`src/hw/layer_ctrl_pkg.sv`:
```
package layer_ctrl_pkg;

  // ----------------------------------------------------------------------
  // Widths
  // ----------------------------------------------------------------------

  // Weight SRAM word address
  localparam int SRAM_ADDR_W = 12;
  // Channel counts and tile indices
  localparam int CHAN_W = 16;
  // Performance counters
  localparam int CTR_W = 32;

  typedef logic [SRAM_ADDR_W-1:0] sram_addr_t;
  typedef logic [CHAN_W-1:0]      chan_t;
  typedef logic [CTR_W-1:0]       ctr_t;

  // ----------------------------------------------------------------------
  // Error codes
  // ----------------------------------------------------------------------

  typedef logic [1:0] err_code_t;

  localparam err_code_t ERR_NONE     = 2'd0;
  // Watchdog expired with no forward progress
  localparam err_code_t ERR_TIMEOUT  = 2'd1;
  // Channel count zero or not a whole number of tiles
  localparam err_code_t ERR_BAD_DESC = 2'd2;

  // ----------------------------------------------------------------------
  // State machines
  // ----------------------------------------------------------------------

  // Layer level, one pass per descriptor
  typedef enum logic [2:0] {
    SEQ_IDLE,
    SEQ_LOAD_DESC,
    SEQ_LOAD_WEIGHTS,
    SEQ_ISSUE,
    SEQ_WAIT_DONE,
    SEQ_DONE
  } seq_state_t;

  // Tile level, one pass per command
  typedef enum logic [2:0] {
    EX_IDLE,
    EX_PRELOAD,
    EX_COMPUTE,
    EX_DRAIN,
    EX_QUANT,
    EX_STORE
  } exec_state_t;

endpackage

```
`src/hw/tile_sequencer.sv`:
```
`timescale 1ns/1ps

module tile_sequencer #(
  parameter int ARRAY_ROWS      = 8,
  parameter int ARRAY_COLS      = 8,
  parameter int WATCHDOG_CYCLES = 4096
) (
  input  logic                       clk,
  input  logic                       rst_n,
  input  logic                       start,
  input  logic                       abort_req,
  input  logic                       desc_valid,
  input  layer_ctrl_pkg::chan_t      desc_in_channels,
  input  layer_ctrl_pkg::chan_t      desc_out_channels,
  input  logic                       wgt_load_done,
  input  logic                       cmd_full,
  input  logic                       tile_done_last,
  input  logic                       exec_progress,
  output logic                       desc_ready,
  output logic                       wgt_load_start,
  output logic                       cmd_push,
  output layer_ctrl_pkg::sram_addr_t cmd_base,
  output logic                       cmd_first_ic,
  output logic                       cmd_last_ic,
  output logic                       cmd_last_tile,
  output logic                       flush,
  output logic                       busy,
  output logic                       done,
  output logic                       timeout,
  output logic                       error_flag,
  output layer_ctrl_pkg::err_code_t  error_code
);

  localparam int WD_W = $clog2(WATCHDOG_CYCLES + 1);

  layer_ctrl_pkg::seq_state_t state_q;
  layer_ctrl_pkg::seq_state_t state_d;

  // Tile totals taken from the accepted descriptor
  layer_ctrl_pkg::chan_t ic_total;
  layer_ctrl_pkg::chan_t oc_total;
  // Loop position, input channel is the inner loop
  layer_ctrl_pkg::chan_t ic_idx;
  layer_ctrl_pkg::chan_t oc_idx;
  logic [2*layer_ctrl_pkg::CHAN_W-1:0] tile_lin;

  logic            desc_xfer;
  logic            desc_ok;
  logic            last_ic;
  logic            last_oc;
  logic            progress;
  logic [WD_W-1:0] wd_cnt;

  // ----------------------------------------------------------------------
  // Descriptor check and tile addressing
  // ----------------------------------------------------------------------

  assign desc_ready = (state_q == layer_ctrl_pkg::SEQ_LOAD_DESC);
  assign desc_xfer  = desc_valid && desc_ready;

  // Both counts non-zero and whole tiles
  assign desc_ok = (desc_in_channels != '0) && (desc_in_channels % ARRAY_COLS == 0) &&
                   (desc_out_channels != '0) && (desc_out_channels % ARRAY_ROWS == 0);

  assign last_ic = (ic_idx == ic_total - 1'b1);
  assign last_oc = (oc_idx == oc_total - 1'b1);

  // Weights laid out output-major, ARRAY_ROWS words per tile
  assign tile_lin      = oc_idx * ic_total + ic_idx;
  assign cmd_base      = layer_ctrl_pkg::sram_addr_t'(tile_lin * ARRAY_ROWS);
  assign cmd_first_ic  = (ic_idx == '0);
  assign cmd_last_ic   = last_ic;
  assign cmd_last_tile = last_ic && last_oc;
  // One command per cycle until the FIFO fills
  assign cmd_push      = (state_q == layer_ctrl_pkg::SEQ_ISSUE) && !cmd_full;

  // ----------------------------------------------------------------------
  // Layer FSM
  // ----------------------------------------------------------------------

  always_comb begin
    state_d = state_q;
    case (state_q)
      layer_ctrl_pkg::SEQ_IDLE, layer_ctrl_pkg::SEQ_DONE: begin
        if (start)
          state_d = layer_ctrl_pkg::SEQ_LOAD_DESC;
      end
      layer_ctrl_pkg::SEQ_LOAD_DESC: begin
        // Bad descriptor goes straight back to idle
        if (desc_xfer)
          state_d = desc_ok ? layer_ctrl_pkg::SEQ_LOAD_WEIGHTS : layer_ctrl_pkg::SEQ_IDLE;
      end
      layer_ctrl_pkg::SEQ_LOAD_WEIGHTS: begin
        if (wgt_load_done)
          state_d = layer_ctrl_pkg::SEQ_ISSUE;
      end
      layer_ctrl_pkg::SEQ_ISSUE: begin
        if (cmd_push && cmd_last_tile)
          state_d = layer_ctrl_pkg::SEQ_WAIT_DONE;
      end
      layer_ctrl_pkg::SEQ_WAIT_DONE: begin
        // Last tile retires once its output is taken
        if (tile_done_last)
          state_d = layer_ctrl_pkg::SEQ_DONE;
      end
      default: state_d = layer_ctrl_pkg::SEQ_IDLE;
    endcase
    // Timeout or abort wins over everything
    if (flush)
      state_d = layer_ctrl_pkg::SEQ_IDLE;
  end

  assign busy = (state_q != layer_ctrl_pkg::SEQ_IDLE) && (state_q != layer_ctrl_pkg::SEQ_DONE);
  assign done = (state_q == layer_ctrl_pkg::SEQ_DONE);

  // Watchdog, any state change, push or executor step is progress
  assign progress = (state_d != state_q) || cmd_push || exec_progress;
  assign timeout  = busy && (wd_cnt == WD_W'(WATCHDOG_CYCLES));
  assign flush    = timeout || abort_req;

  always_ff @(posedge clk or negedge rst_n) begin
    if (!rst_n) begin
      state_q        <= layer_ctrl_pkg::SEQ_IDLE;
      wgt_load_start <= 1'b0;
      ic_idx         <= '0;
      oc_idx         <= '0;
      wd_cnt         <= '0;
      error_flag     <= 1'b0;
      error_code     <= layer_ctrl_pkg::ERR_NONE;
    end else begin
      state_q <= state_d;
      // Single pulse on the first weight-load cycle
      wgt_load_start <= (state_d == layer_ctrl_pkg::SEQ_LOAD_WEIGHTS) &&
                        (state_q != layer_ctrl_pkg::SEQ_LOAD_WEIGHTS);

      // Tile walk restarts while weights load
      if (state_q == layer_ctrl_pkg::SEQ_LOAD_WEIGHTS) begin
        ic_idx <= '0;
        oc_idx <= '0;
      end else if (cmd_push) begin
        if (last_ic) begin
          ic_idx <= '0;
          oc_idx <= oc_idx + 1'b1;
        end else begin
          ic_idx <= ic_idx + 1'b1;
        end
      end

      if (!busy || progress)
        wd_cnt <= '0;
      else
        wd_cnt <= wd_cnt + 1'b1;

      // Error register, abort records nothing
      if (start && !busy) begin
        error_flag <= 1'b0;
        error_code <= layer_ctrl_pkg::ERR_NONE;
      end else if (timeout) begin
        error_flag <= 1'b1;
        error_code <= layer_ctrl_pkg::ERR_TIMEOUT;
      end else if (desc_xfer && !desc_ok) begin
        error_flag <= 1'b1;
        error_code <= layer_ctrl_pkg::ERR_BAD_DESC;
      end
    end
  end

  // Totals only matter after a good descriptor
  always_ff @(posedge clk) begin
    if (desc_xfer) begin
      ic_total <= layer_ctrl_pkg::chan_t'(desc_in_channels / ARRAY_COLS);
      oc_total <= layer_ctrl_pkg::chan_t'(desc_out_channels / ARRAY_ROWS);
    end
  end

endmodule

```
`src/hw/tile_cmd_fifo.sv`:
```
`timescale 1ns/1ps

module tile_cmd_fifo #(
  parameter int FIFO_DEPTH = 4
) (
  input  logic                       clk,
  input  logic                       rst_n,
  input  logic                       flush,
  input  logic                       push,
  input  logic                       pop,
  input  layer_ctrl_pkg::sram_addr_t base_in,
  input  logic                       first_ic_in,
  input  logic                       last_ic_in,
  input  logic                       last_tile_in,
  output layer_ctrl_pkg::sram_addr_t base_out,
  output logic                       first_ic_out,
  output logic                       last_ic_out,
  output logic                       last_tile_out,
  output logic                       full,
  output logic                       empty
);

  localparam int PTR_W   = (FIFO_DEPTH > 1) ? $clog2(FIFO_DEPTH) : 1;
  localparam int CNT_W   = $clog2(FIFO_DEPTH + 1);
  // Base address plus three flags
  localparam int ENTRY_W = layer_ctrl_pkg::SRAM_ADDR_W + 3;

  logic [ENTRY_W-1:0] mem [FIFO_DEPTH];
  logic [PTR_W-1:0]   wr_ptr;
  logic [PTR_W-1:0]   rd_ptr;
  logic [CNT_W-1:0]   count;
  logic               do_push;
  logic               do_pop;

  assign full    = (count == CNT_W'(FIFO_DEPTH));
  assign empty   = (count == '0);
  assign do_push = push && !full;
  assign do_pop  = pop && !empty;

  always_ff @(posedge clk or negedge rst_n) begin
    if (!rst_n) begin
      wr_ptr <= '0;
      rd_ptr <= '0;
      count  <= '0;
    end else if (flush) begin
      // Drop every queued command
      wr_ptr <= '0;
      rd_ptr <= '0;
      count  <= '0;
    end else begin
      if (do_push)
        wr_ptr <= (wr_ptr == PTR_W'(FIFO_DEPTH - 1)) ? '0 : wr_ptr + 1'b1;
      if (do_pop)
        rd_ptr <= (rd_ptr == PTR_W'(FIFO_DEPTH - 1)) ? '0 : rd_ptr + 1'b1;
      count <= count + CNT_W'(do_push) - CNT_W'(do_pop);
    end
  end

  always_ff @(posedge clk) begin
    if (do_push && !flush)
      mem[wr_ptr] <= {base_in, first_ic_in, last_ic_in, last_tile_in};
  end

  // Head is only meaningful while not empty
  assign {base_out, first_ic_out, last_ic_out, last_tile_out} = mem[rd_ptr];

endmodule

```
`src/hw/tile_executor.sv`:
```
`timescale 1ns/1ps

module tile_executor #(
  parameter int ARRAY_ROWS   = 8,
  parameter int DRAIN_CYCLES = 10
) (
  input  logic                       clk,
  input  logic                       rst_n,
  input  logic                       flush,
  input  logic                       cmd_empty,
  input  layer_ctrl_pkg::sram_addr_t cmd_base,
  input  logic                       cmd_first_ic,
  input  logic                       cmd_last_ic,
  input  logic                       cmd_last_tile,
  input  logic                       out_accepted,
  output logic                       cmd_pop,
  output logic                       sram_rd_en,
  output layer_ctrl_pkg::sram_addr_t sram_rd_addr,
  output logic                       array_enable,
  output logic                       array_clear_acc,
  output logic                       array_data_valid,
  output logic                       quant_enable,
  output logic                       out_valid,
  output logic                       out_last,
  output logic                       tile_done,
  output logic                       tile_done_last,
  output logic                       exec_progress,
  output logic                       compute_active,
  output logic                       store_stall
);

  // Two extra compute cycles cover the SRAM read latency
  localparam int COMPUTE_CYCLES = ARRAY_ROWS + 2;
  localparam int CNT_W          = $clog2(COMPUTE_CYCLES + DRAIN_CYCLES + 1);
  localparam int RD_W           = $clog2(ARRAY_ROWS + 1);

  layer_ctrl_pkg::exec_state_t state_q;
  layer_ctrl_pkg::exec_state_t state_d;

  logic [CNT_W-1:0] cyc_cnt;
  logic [RD_W-1:0]  rd_cnt;
  logic             compute_end;
  logic             drain_end;

  // Command latched at pop
  layer_ctrl_pkg::sram_addr_t base_q;
  logic                       first_ic_q;
  logic                       last_ic_q;
  logic                       last_tile_q;

  assign compute_end = (cyc_cnt == CNT_W'(COMPUTE_CYCLES - 1));
  assign drain_end   = (cyc_cnt == CNT_W'(DRAIN_CYCLES - 1));
  assign cmd_pop     = (state_q == layer_ctrl_pkg::EX_IDLE) && !cmd_empty && !flush;

  // ----------------------------------------------------------------------
  // Tile FSM
  // ----------------------------------------------------------------------

  always_comb begin
    state_d = state_q;
    case (state_q)
      layer_ctrl_pkg::EX_IDLE: begin
        if (cmd_pop)
          state_d = layer_ctrl_pkg::EX_PRELOAD;
      end
      layer_ctrl_pkg::EX_PRELOAD: state_d = layer_ctrl_pkg::EX_COMPUTE;
      layer_ctrl_pkg::EX_COMPUTE: begin
        if (compute_end)
          state_d = layer_ctrl_pkg::EX_DRAIN;
      end
      layer_ctrl_pkg::EX_DRAIN: begin
        // Partial sums stay in the array until the last input tile
        if (drain_end)
          state_d = last_ic_q ? layer_ctrl_pkg::EX_QUANT : layer_ctrl_pkg::EX_IDLE;
      end
      layer_ctrl_pkg::EX_QUANT: state_d = layer_ctrl_pkg::EX_STORE;
      layer_ctrl_pkg::EX_STORE: begin
        if (out_accepted)
          state_d = layer_ctrl_pkg::EX_IDLE;
      end
      default: state_d = layer_ctrl_pkg::EX_IDLE;
    endcase
    if (flush)
      state_d = layer_ctrl_pkg::EX_IDLE;
  end

  always_ff @(posedge clk or negedge rst_n) begin
    if (!rst_n) begin
      state_q <= layer_ctrl_pkg::EX_IDLE;
      cyc_cnt <= '0;
      rd_cnt  <= '0;
    end else begin
      state_q <= state_d;
      // Cycle count restarts in every state
      if (state_d != state_q)
        cyc_cnt <= '0;
      else
        cyc_cnt <= cyc_cnt + 1'b1;
      if (cmd_pop)
        rd_cnt <= '0;
      else if (sram_rd_en)
        rd_cnt <= rd_cnt + 1'b1;
    end
  end

  always_ff @(posedge clk) begin
    if (cmd_pop) begin
      base_q      <= cmd_base;
      first_ic_q  <= cmd_first_ic;
      last_ic_q   <= cmd_last_ic;
      last_tile_q <= cmd_last_tile;
    end
  end

  // ----------------------------------------------------------------------
  // Outputs
  // ----------------------------------------------------------------------

  // Reads start one cycle early in preload
  assign sram_rd_en   = ((state_q == layer_ctrl_pkg::EX_PRELOAD) ||
                         (state_q == layer_ctrl_pkg::EX_COMPUTE)) &&
                        (rd_cnt < RD_W'(ARRAY_ROWS));
  assign sram_rd_addr = base_q + layer_ctrl_pkg::sram_addr_t'(rd_cnt);

  assign array_clear_acc  = (state_q == layer_ctrl_pkg::EX_PRELOAD) && first_ic_q;
  assign array_data_valid = (state_q == layer_ctrl_pkg::EX_COMPUTE);
  assign array_enable     = (state_q == layer_ctrl_pkg::EX_COMPUTE) ||
                            (state_q == layer_ctrl_pkg::EX_DRAIN);
  assign quant_enable     = (state_q == layer_ctrl_pkg::EX_QUANT) ||
                            (state_q == layer_ctrl_pkg::EX_STORE);

  assign out_valid = (state_q == layer_ctrl_pkg::EX_STORE);
  assign out_last  = out_valid && last_tile_q;

  // Retire after drain, or after the output handshake
  assign tile_done      = ((state_q == layer_ctrl_pkg::EX_DRAIN) && drain_end && !last_ic_q) ||
                          (out_valid && out_accepted);
  assign tile_done_last = tile_done && last_tile_q;
  assign exec_progress  = (state_d != state_q);
  assign compute_active = array_data_valid;
  assign store_stall    = out_valid && !out_accepted;

endmodule

```
`src/hw/perf_counters.sv`:
```
`timescale 1ns/1ps

module perf_counters (
  input  logic                  clk,
  input  logic                  rst_n,
  input  logic                  start,
  input  logic                  busy,
  input  logic                  compute_active,
  input  logic                  store_stall,
  input  logic                  tile_done,
  input  logic                  timeout,
  output layer_ctrl_pkg::ctr_t  ctr_cycles,
  output layer_ctrl_pkg::ctr_t  ctr_compute,
  output layer_ctrl_pkg::ctr_t  ctr_stall,
  output layer_ctrl_pkg::ctr_t  ctr_tiles,
  output layer_ctrl_pkg::ctr_t  ctr_errors
);

  localparam int NUM_CTR = 5;

  layer_ctrl_pkg::ctr_t ctr [NUM_CTR];
  logic [NUM_CTR-1:0]   event_hit;

  // Index 0 counts every busy cycle
  assign event_hit = {timeout, tile_done, store_stall, compute_active, 1'b1};

  always_ff @(posedge clk or negedge rst_n) begin
    if (!rst_n) begin
      for (int i = 0; i < NUM_CTR; i++)
        ctr[i] <= '0;
    end else if (start && !busy) begin
      // New layer, fresh statistics
      for (int i = 0; i < NUM_CTR; i++)
        ctr[i] <= '0;
    end else if (busy) begin
      for (int i = 0; i < NUM_CTR; i++)
        if (event_hit[i])
          ctr[i] <= ctr[i] + 1'b1;
    end
  end

  assign ctr_cycles  = ctr[0];
  assign ctr_compute = ctr[1];
  assign ctr_stall   = ctr[2];
  assign ctr_tiles   = ctr[3];
  assign ctr_errors  = ctr[4];

endmodule

```
`src/hw/layer_ctrl_top.sv`:
```
`timescale 1ns/1ps

module layer_ctrl_top #(
  parameter int ARRAY_ROWS      = 8,
  parameter int ARRAY_COLS      = 8,
  parameter int DRAIN_CYCLES    = 10,
  parameter int FIFO_DEPTH      = 4,
  parameter int WATCHDOG_CYCLES = 4096
) (
  input  logic                       clk,
  input  logic                       rst_n,
  input  logic                       start,
  input  logic                       abort_req,
  output logic                       busy,
  output logic                       done,
  input  logic                       desc_valid,
  input  layer_ctrl_pkg::chan_t      desc_in_channels,
  input  layer_ctrl_pkg::chan_t      desc_out_channels,
  output logic                       desc_ready,
  output logic                       wgt_load_start,
  input  logic                       wgt_load_done,
  output logic                       sram_rd_en,
  output layer_ctrl_pkg::sram_addr_t sram_rd_addr,
  output logic                       array_enable,
  output logic                       array_clear_acc,
  output logic                       array_data_valid,
  output logic                       quant_enable,
  output logic                       out_valid,
  output logic                       out_last,
  input  logic                       out_accepted,
  output logic                       error_flag,
  output layer_ctrl_pkg::err_code_t  error_code,
  output layer_ctrl_pkg::ctr_t       ctr_cycles,
  output layer_ctrl_pkg::ctr_t       ctr_compute,
  output layer_ctrl_pkg::ctr_t       ctr_stall,
  output layer_ctrl_pkg::ctr_t       ctr_tiles,
  output layer_ctrl_pkg::ctr_t       ctr_errors
);

  // ----------------------------------------------------------------------
  // Sequencer to FIFO to executor
  // ----------------------------------------------------------------------

  logic                       cmd_push;
  logic                       cmd_pop;
  logic                       cmd_full;
  logic                       cmd_empty;
  logic                       flush;
  layer_ctrl_pkg::sram_addr_t push_base;
  logic                       push_first_ic;
  logic                       push_last_ic;
  logic                       push_last_tile;
  layer_ctrl_pkg::sram_addr_t head_base;
  logic                       head_first_ic;
  logic                       head_last_ic;
  logic                       head_last_tile;

  // Executor status
  logic tile_done;
  logic tile_done_last;
  logic exec_progress;
  logic compute_active;
  logic store_stall;
  logic timeout;

  tile_sequencer #(
    .ARRAY_ROWS      (ARRAY_ROWS),
    .ARRAY_COLS      (ARRAY_COLS),
    .WATCHDOG_CYCLES (WATCHDOG_CYCLES)
  ) u_seq (
    .clk, .rst_n, .start, .abort_req, .desc_valid, .desc_in_channels, .desc_out_channels,
    .wgt_load_done, .cmd_full, .tile_done_last, .exec_progress, .desc_ready,
    .wgt_load_start, .cmd_push, .cmd_base(push_base), .cmd_first_ic(push_first_ic),
    .cmd_last_ic(push_last_ic), .cmd_last_tile(push_last_tile), .flush, .busy, .done,
    .timeout, .error_flag, .error_code
  );

  tile_cmd_fifo #(
    .FIFO_DEPTH (FIFO_DEPTH)
  ) u_fifo (
    .clk, .rst_n, .flush, .push(cmd_push), .pop(cmd_pop), .base_in(push_base),
    .first_ic_in(push_first_ic), .last_ic_in(push_last_ic), .last_tile_in(push_last_tile),
    .base_out(head_base), .first_ic_out(head_first_ic), .last_ic_out(head_last_ic),
    .last_tile_out(head_last_tile), .full(cmd_full), .empty(cmd_empty)
  );

  tile_executor #(
    .ARRAY_ROWS   (ARRAY_ROWS),
    .DRAIN_CYCLES (DRAIN_CYCLES)
  ) u_exec (
    .clk, .rst_n, .flush, .cmd_empty, .cmd_base(head_base), .cmd_first_ic(head_first_ic),
    .cmd_last_ic(head_last_ic), .cmd_last_tile(head_last_tile), .out_accepted, .cmd_pop,
    .sram_rd_en, .sram_rd_addr, .array_enable, .array_clear_acc, .array_data_valid,
    .quant_enable, .out_valid, .out_last, .tile_done, .tile_done_last, .exec_progress,
    .compute_active, .store_stall
  );

  perf_counters u_perf (
    .clk, .rst_n, .start, .busy, .compute_active, .store_stall, .tile_done, .timeout,
    .ctr_cycles, .ctr_compute, .ctr_stall, .ctr_tiles, .ctr_errors
  );

endmodule

```
`config.mk`:
```
export PLATFORM = sky130hd
export DESIGN_NAME = layer_ctrl_top
export DESIGN_NICKNAME = d
export VERILOG_FILES = /design/src/hw/layer_ctrl_pkg.sv /design/src/hw/tile_sequencer.sv /design/src/hw/tile_cmd_fifo.sv /design/src/hw/tile_executor.sv /design/src/hw/perf_counters.sv /design/src/hw/layer_ctrl_top.sv
export SDC_FILE = /design/constraint.sdc
export NUM_CORES = 1
export LEC_CHECK = 0
export ABC_CLOCK_PERIOD_IN_PS = 9500
export BUFFER_PORTS_ARGS = -buffer_cell sky130_fd_sc_hd__buf_4
export CAP_MARGIN = 15
export CORE_MARGIN = 2
export CORE_UTILIZATION = 60
export DETAILED_ROUTE_END_ITERATION = 16
export PLACE_DENSITY = 0.82
export SLEW_MARGIN = 20
export SYNTH_ARGS = -nofsm -noshare
export SYNTH_HDL_FRONTEND = slang
export SYNTH_SLANG_ARGS = --single-unit
export TNS_END_PERCENT = 20
```
`constraint.sdc`:
```
create_clock -name clk -period 9.5 [get_ports clk]
set_clock_uncertainty 0.05 [all_clocks]
set_input_delay 0.95 -clock clk [delete_from_list [all_inputs] [get_ports clk]]
set_output_delay 0.95 -clock clk [all_outputs]
set_load 0.02 [all_outputs]
```
==> metrics.log <==
[metrics] data required time of the worst path: 9.77 ns
[metrics] placeable core region: 28600 sq um
[metrics] cell with the largest stage delay on the worst path: sky130_fd_sc_hd__edfxtp_1
[metrics] remaining global-route overflow: 0
[metrics] gpl congestion: 0.912
[metrics] CTS max path bufs: 3
[metrics] remaining design rule violation count: 0
[metrics] antenna-violating nets left: 0
[metrics] most repeated library cell on the critical path: sky130_fd_sc_hd__fa_1
[metrics] area of the mapped netlist: 17400 sq um
[metrics] number of failing hold endpoints at the final stage: 0
[metrics] synth-to-layout area growth: 17.9%
[metrics] maximum fanout encountered on the critical timing path: 17
[metrics] endpoints failing setup: 0
[metrics] final total negative setup slack: 0 ns
[metrics] chain of cells forming the critical path: nand2_1 -> fa_1 -> inv_1 -> fa_1 -> inv_1 -> fa_1 -> fa_1 -> inv_1 -> fa_1 -> ha_1 -> a21oi_1 -> o21ai_0 -> xnor2_1
[metrics] peak clock frequency supported by timing: 212 MHz
[metrics] Die ar.: 30300 sq um
[metrics] clock tree root buffer cell: sky130_fd_sc_hd__clkbuf_16
[metrics] Peak supply drop: 192 uV
[metrics] Die Wd: 174 um
[metrics] share of final-layout standard cells stronger than drive strength 1: 0.171
[metrics] count of hold buffers inserted by post-cts repair: 0
[metrics] clock latency on the worst-skew pair: 0.53 ns
[metrics] overall track demand over capacity in global routing: 0.272
[metrics] number of nets in the finished design: 2027
[metrics] count of buffer and inverter cells on the critical path: 3
[metrics] FF-to-FF setup slack: 4.78 ns
[metrics] io pins: 225
[metrics] global-route wire length before repair: 67500 um
[metrics] critical register-to-register path startpoint: u_seq.ic_total[2]$_DFFE_PP_
[metrics] fraction of synthesis flops using an asynchronous set or reset pin: 0.729
[metrics] clock tree from TritonCTS: built
[metrics] slew at the pin with the worst max-slew slack: 0.979 ns
[metrics] startpoint kind of the worst setup timing path: flop
[metrics] final HPWL from detailed placement: 28700 um
[metrics] slowest stage delay, CP: 0.68 ns
[metrics] synthesized flop and latch total: 317
[metrics] Crit path max-delay family: adder cells
[metrics] launching instance or port of the critical path: u_seq.ic_total[2]$_DFFE_PP_
[metrics] H-Tree Level Count: 2
[metrics] Rows: 62
[metrics] Synth Area per Inst: 10.1 sq um
[metrics] CTS sink cnt: 317
[metrics] via density per instance: 5.90
[metrics] CTS resizes: 0
[metrics] Leak: 8.96 nW
[metrics] routed wire length: 41300 um
[metrics] Worst Setup End Kind: flop
[metrics] critical path class: reg -> reg
[metrics] Synth Flop Type: sky130_fd_sc_hd__dfrtp_1
[metrics] cell count after synthesis: 1719
[metrics] clock transition at the register clock pins on the worst setup and hold paths after CTS: 0.06 ns
[metrics] filler instances: 2112
[metrics] Power per Cell Area: 161 nW/um^2
[metrics] result of the run: completed
[metrics] Seq/Total Area, Yosys: 0.482
[metrics] initial detailed-routing violation count: 1198
[metrics] count of maximum capacitance violations: 0
[metrics] per-cell routed wire length: 17.7 um
[metrics] post-CTS setup-driven buffer insertion count: 0
[metrics] Post-synth EDFFs: 86
[metrics] shortest clock period the worst path allows after layout: 4.72 ns
[metrics] Pre-Repair DR Iteration Count: 5
[metrics] number of pins with negative max-slew slack in the final report: 0
[metrics] Num CTS Buffers: 36
[metrics] synthesized net count: 1829
[metrics] fin crit share: 0.497
[metrics] Crit path arrival time: 4.98 ns
[metrics] Min Hold Slack: 0.421 ns
[metrics] via count of the routed design: 13.7k
[metrics] Die Y-Extent: 174 um
[metrics] Port Buffers: 224
[metrics] effective utilization at floorplan: 0.607
[metrics] RSZ-0062 raised after global routing: no
[metrics] synth warn: 0
[metrics] vias in the first global route: 13.4k
[metrics] Synth cell types: 85
[metrics] worst-case headroom to the max-slew limit: 0.345
[metrics] number of antenna violations at the first check in global routing: 1
[metrics] pin count of the biggest net entering global routing: 98
[metrics] kind of path behind the tightest hold check: in -> async
[metrics by stage]
stage / setup slack (ns) / std cells / util / power (mW) / instance area [sq um]
2_1_floorplan: 5.04 / 1719 / - / 1.79 / 17400
3_3_place_gp: 4.96 / 2263 / 0.673 / 1.91 / 19300
3_5_place_dp: 4.80 / 2263 / 0.673 / 1.93 / 19300
4_1_cts: 4.81 / 2327 / 0.715 / 3.32 / 20500
5_1_grt: 4.51 / 2328 / 0.715 / 3.43 / 20500
6_report: 4.78 / 2328 / 0.715 / 3.30 / 20500
[final cells by class]
type	instances	area [sq um]	area share
diodes	1	2.50	0.000122
clock buffers	49	1030	0.0504
clock inverters	15	165	0.00807
inverters	80	300	0.0147
multi-input cells	1250	8380	0.409
flip-flops and latches	317	8360	0.408
well taps	384	480	0.0235
repair buffers	232	1750	0.0854
[cells in the final DEF (no fill, tap or decap), drive strengths merged, types with 17 or more instances in the layout]
master	synthesis	routed
or3	26	26
nor2	195	195
buf	21	232
xor2	101	101
nor4	27	27
xnor2	91	91
dfrtp	231	231
edfxtp	86	86
inv	80	80
nand4	53	53
fa	23	23
and4	17	17
and3	42	42
nand3	95	95
a21oi	55	55
nor3	41	41
o21ai	69	69
clkbuf	49	49
o31ai	19	19
ha	48	48
and2	35	35
nand2	152	152
[synthesized netlist by cell type (40+ instances only)]
master,instances,area (sq um)
sky130_fd_sc_hd__a21oi_1,55,275
sky130_fd_sc_hd__and3_1,42,263
sky130_fd_sc_hd__clkbuf_1,48,180
sky130_fd_sc_hd__dfrtp_1,231,5780
sky130_fd_sc_hd__edfxtp_1,86,2580
sky130_fd_sc_hd__ha_1,48,601
sky130_fd_sc_hd__inv_1,80,300
sky130_fd_sc_hd__nand2_1,152,571
sky130_fd_sc_hd__nand3_1,95,475
sky130_fd_sc_hd__nand4_1,52,325
sky130_fd_sc_hd__nor2_1,195,732
sky130_fd_sc_hd__nor3_1,40,200
sky130_fd_sc_hd__o21ai_0,68,340
sky130_fd_sc_hd__xnor2_1,91,797
sky130_fd_sc_hd__xor2_1,101,885
[where the power goes]
part / internal (mW) / switching, mW / leakage, nW
sequential: 1.46 / 0.0684 / 4.04
clock: 0.845 / 0.554 / 0.589
combinational: 0.160 / 0.219 / 4.33
[cell families after synthesis]
group | after synthesis | share of synthesized area
AND/OR/NAND/NOR | 739 | 0.216
flip-flops | 317 | 0.482
AO/OA/AOI/OAI | 223 | 0.0853
XOR/XNOR | 192 | 0.0968
buffers and inverters | 152 | 0.0365
adder cells (fa/ha/maj) | 71 | 0.0611
multiplexers | 25 | 0.0231
[registers in the layout (all words and copies together), names as in the netlist, 3 cells and up]
| name | count |
|---|---|
| u_exec.base_q | 9 |
| u_exec.cyc_cnt | 5 |
| u_exec.rd_cnt | 4 |
| u_exec.state_q | 3 |
| u_fifo.count | 3 |
| u_fifo.mem | 48 |
| u_perf.ctr_compute | 32 |
| u_perf.ctr_cycles | 32 |
| u_perf.ctr_errors | 32 |
| u_perf.ctr_stall | 32 |
| u_perf.ctr_tiles | 32 |
| u_seq.ic_idx | 16 |
| u_seq.ic_total | 13 |
| u_seq.oc_idx | 16 |
| u_seq.oc_total | 13 |
| u_seq.state_q | 3 |
| u_seq.wd_cnt | 13 |
[per-layer routing]
layer	track usage	up-vias	wire, um
met5	0	-	0
met2	0.447	484	19600
met3	0.0440	80	2780
met1	0.373	6711	17800
li1	-	6459	-
met4	0.0861	0	1100
[worst paths after layout]
check,endpoint,cells past startpoint
worst max-delay path,u_fifo.mem[1][11]$_DFFE_PP_,13
worst min-delay path,u_seq.ic_idx[5]$_DFFE_PN0P_,1
worst max register to register,u_fifo.mem[1][11]$_DFFE_PP_,13
worst min register to register,u_seq.error_code[1]$_DFFE_PN0P_,1
max in group asynchronous,u_perf.ctr_errors[31]$_DFFE_PN0P_,2
min in group clk,u_seq.error_code[1]$_DFFE_PN0P_,1
Note: power is estimated with default switching activity, not from simulation.
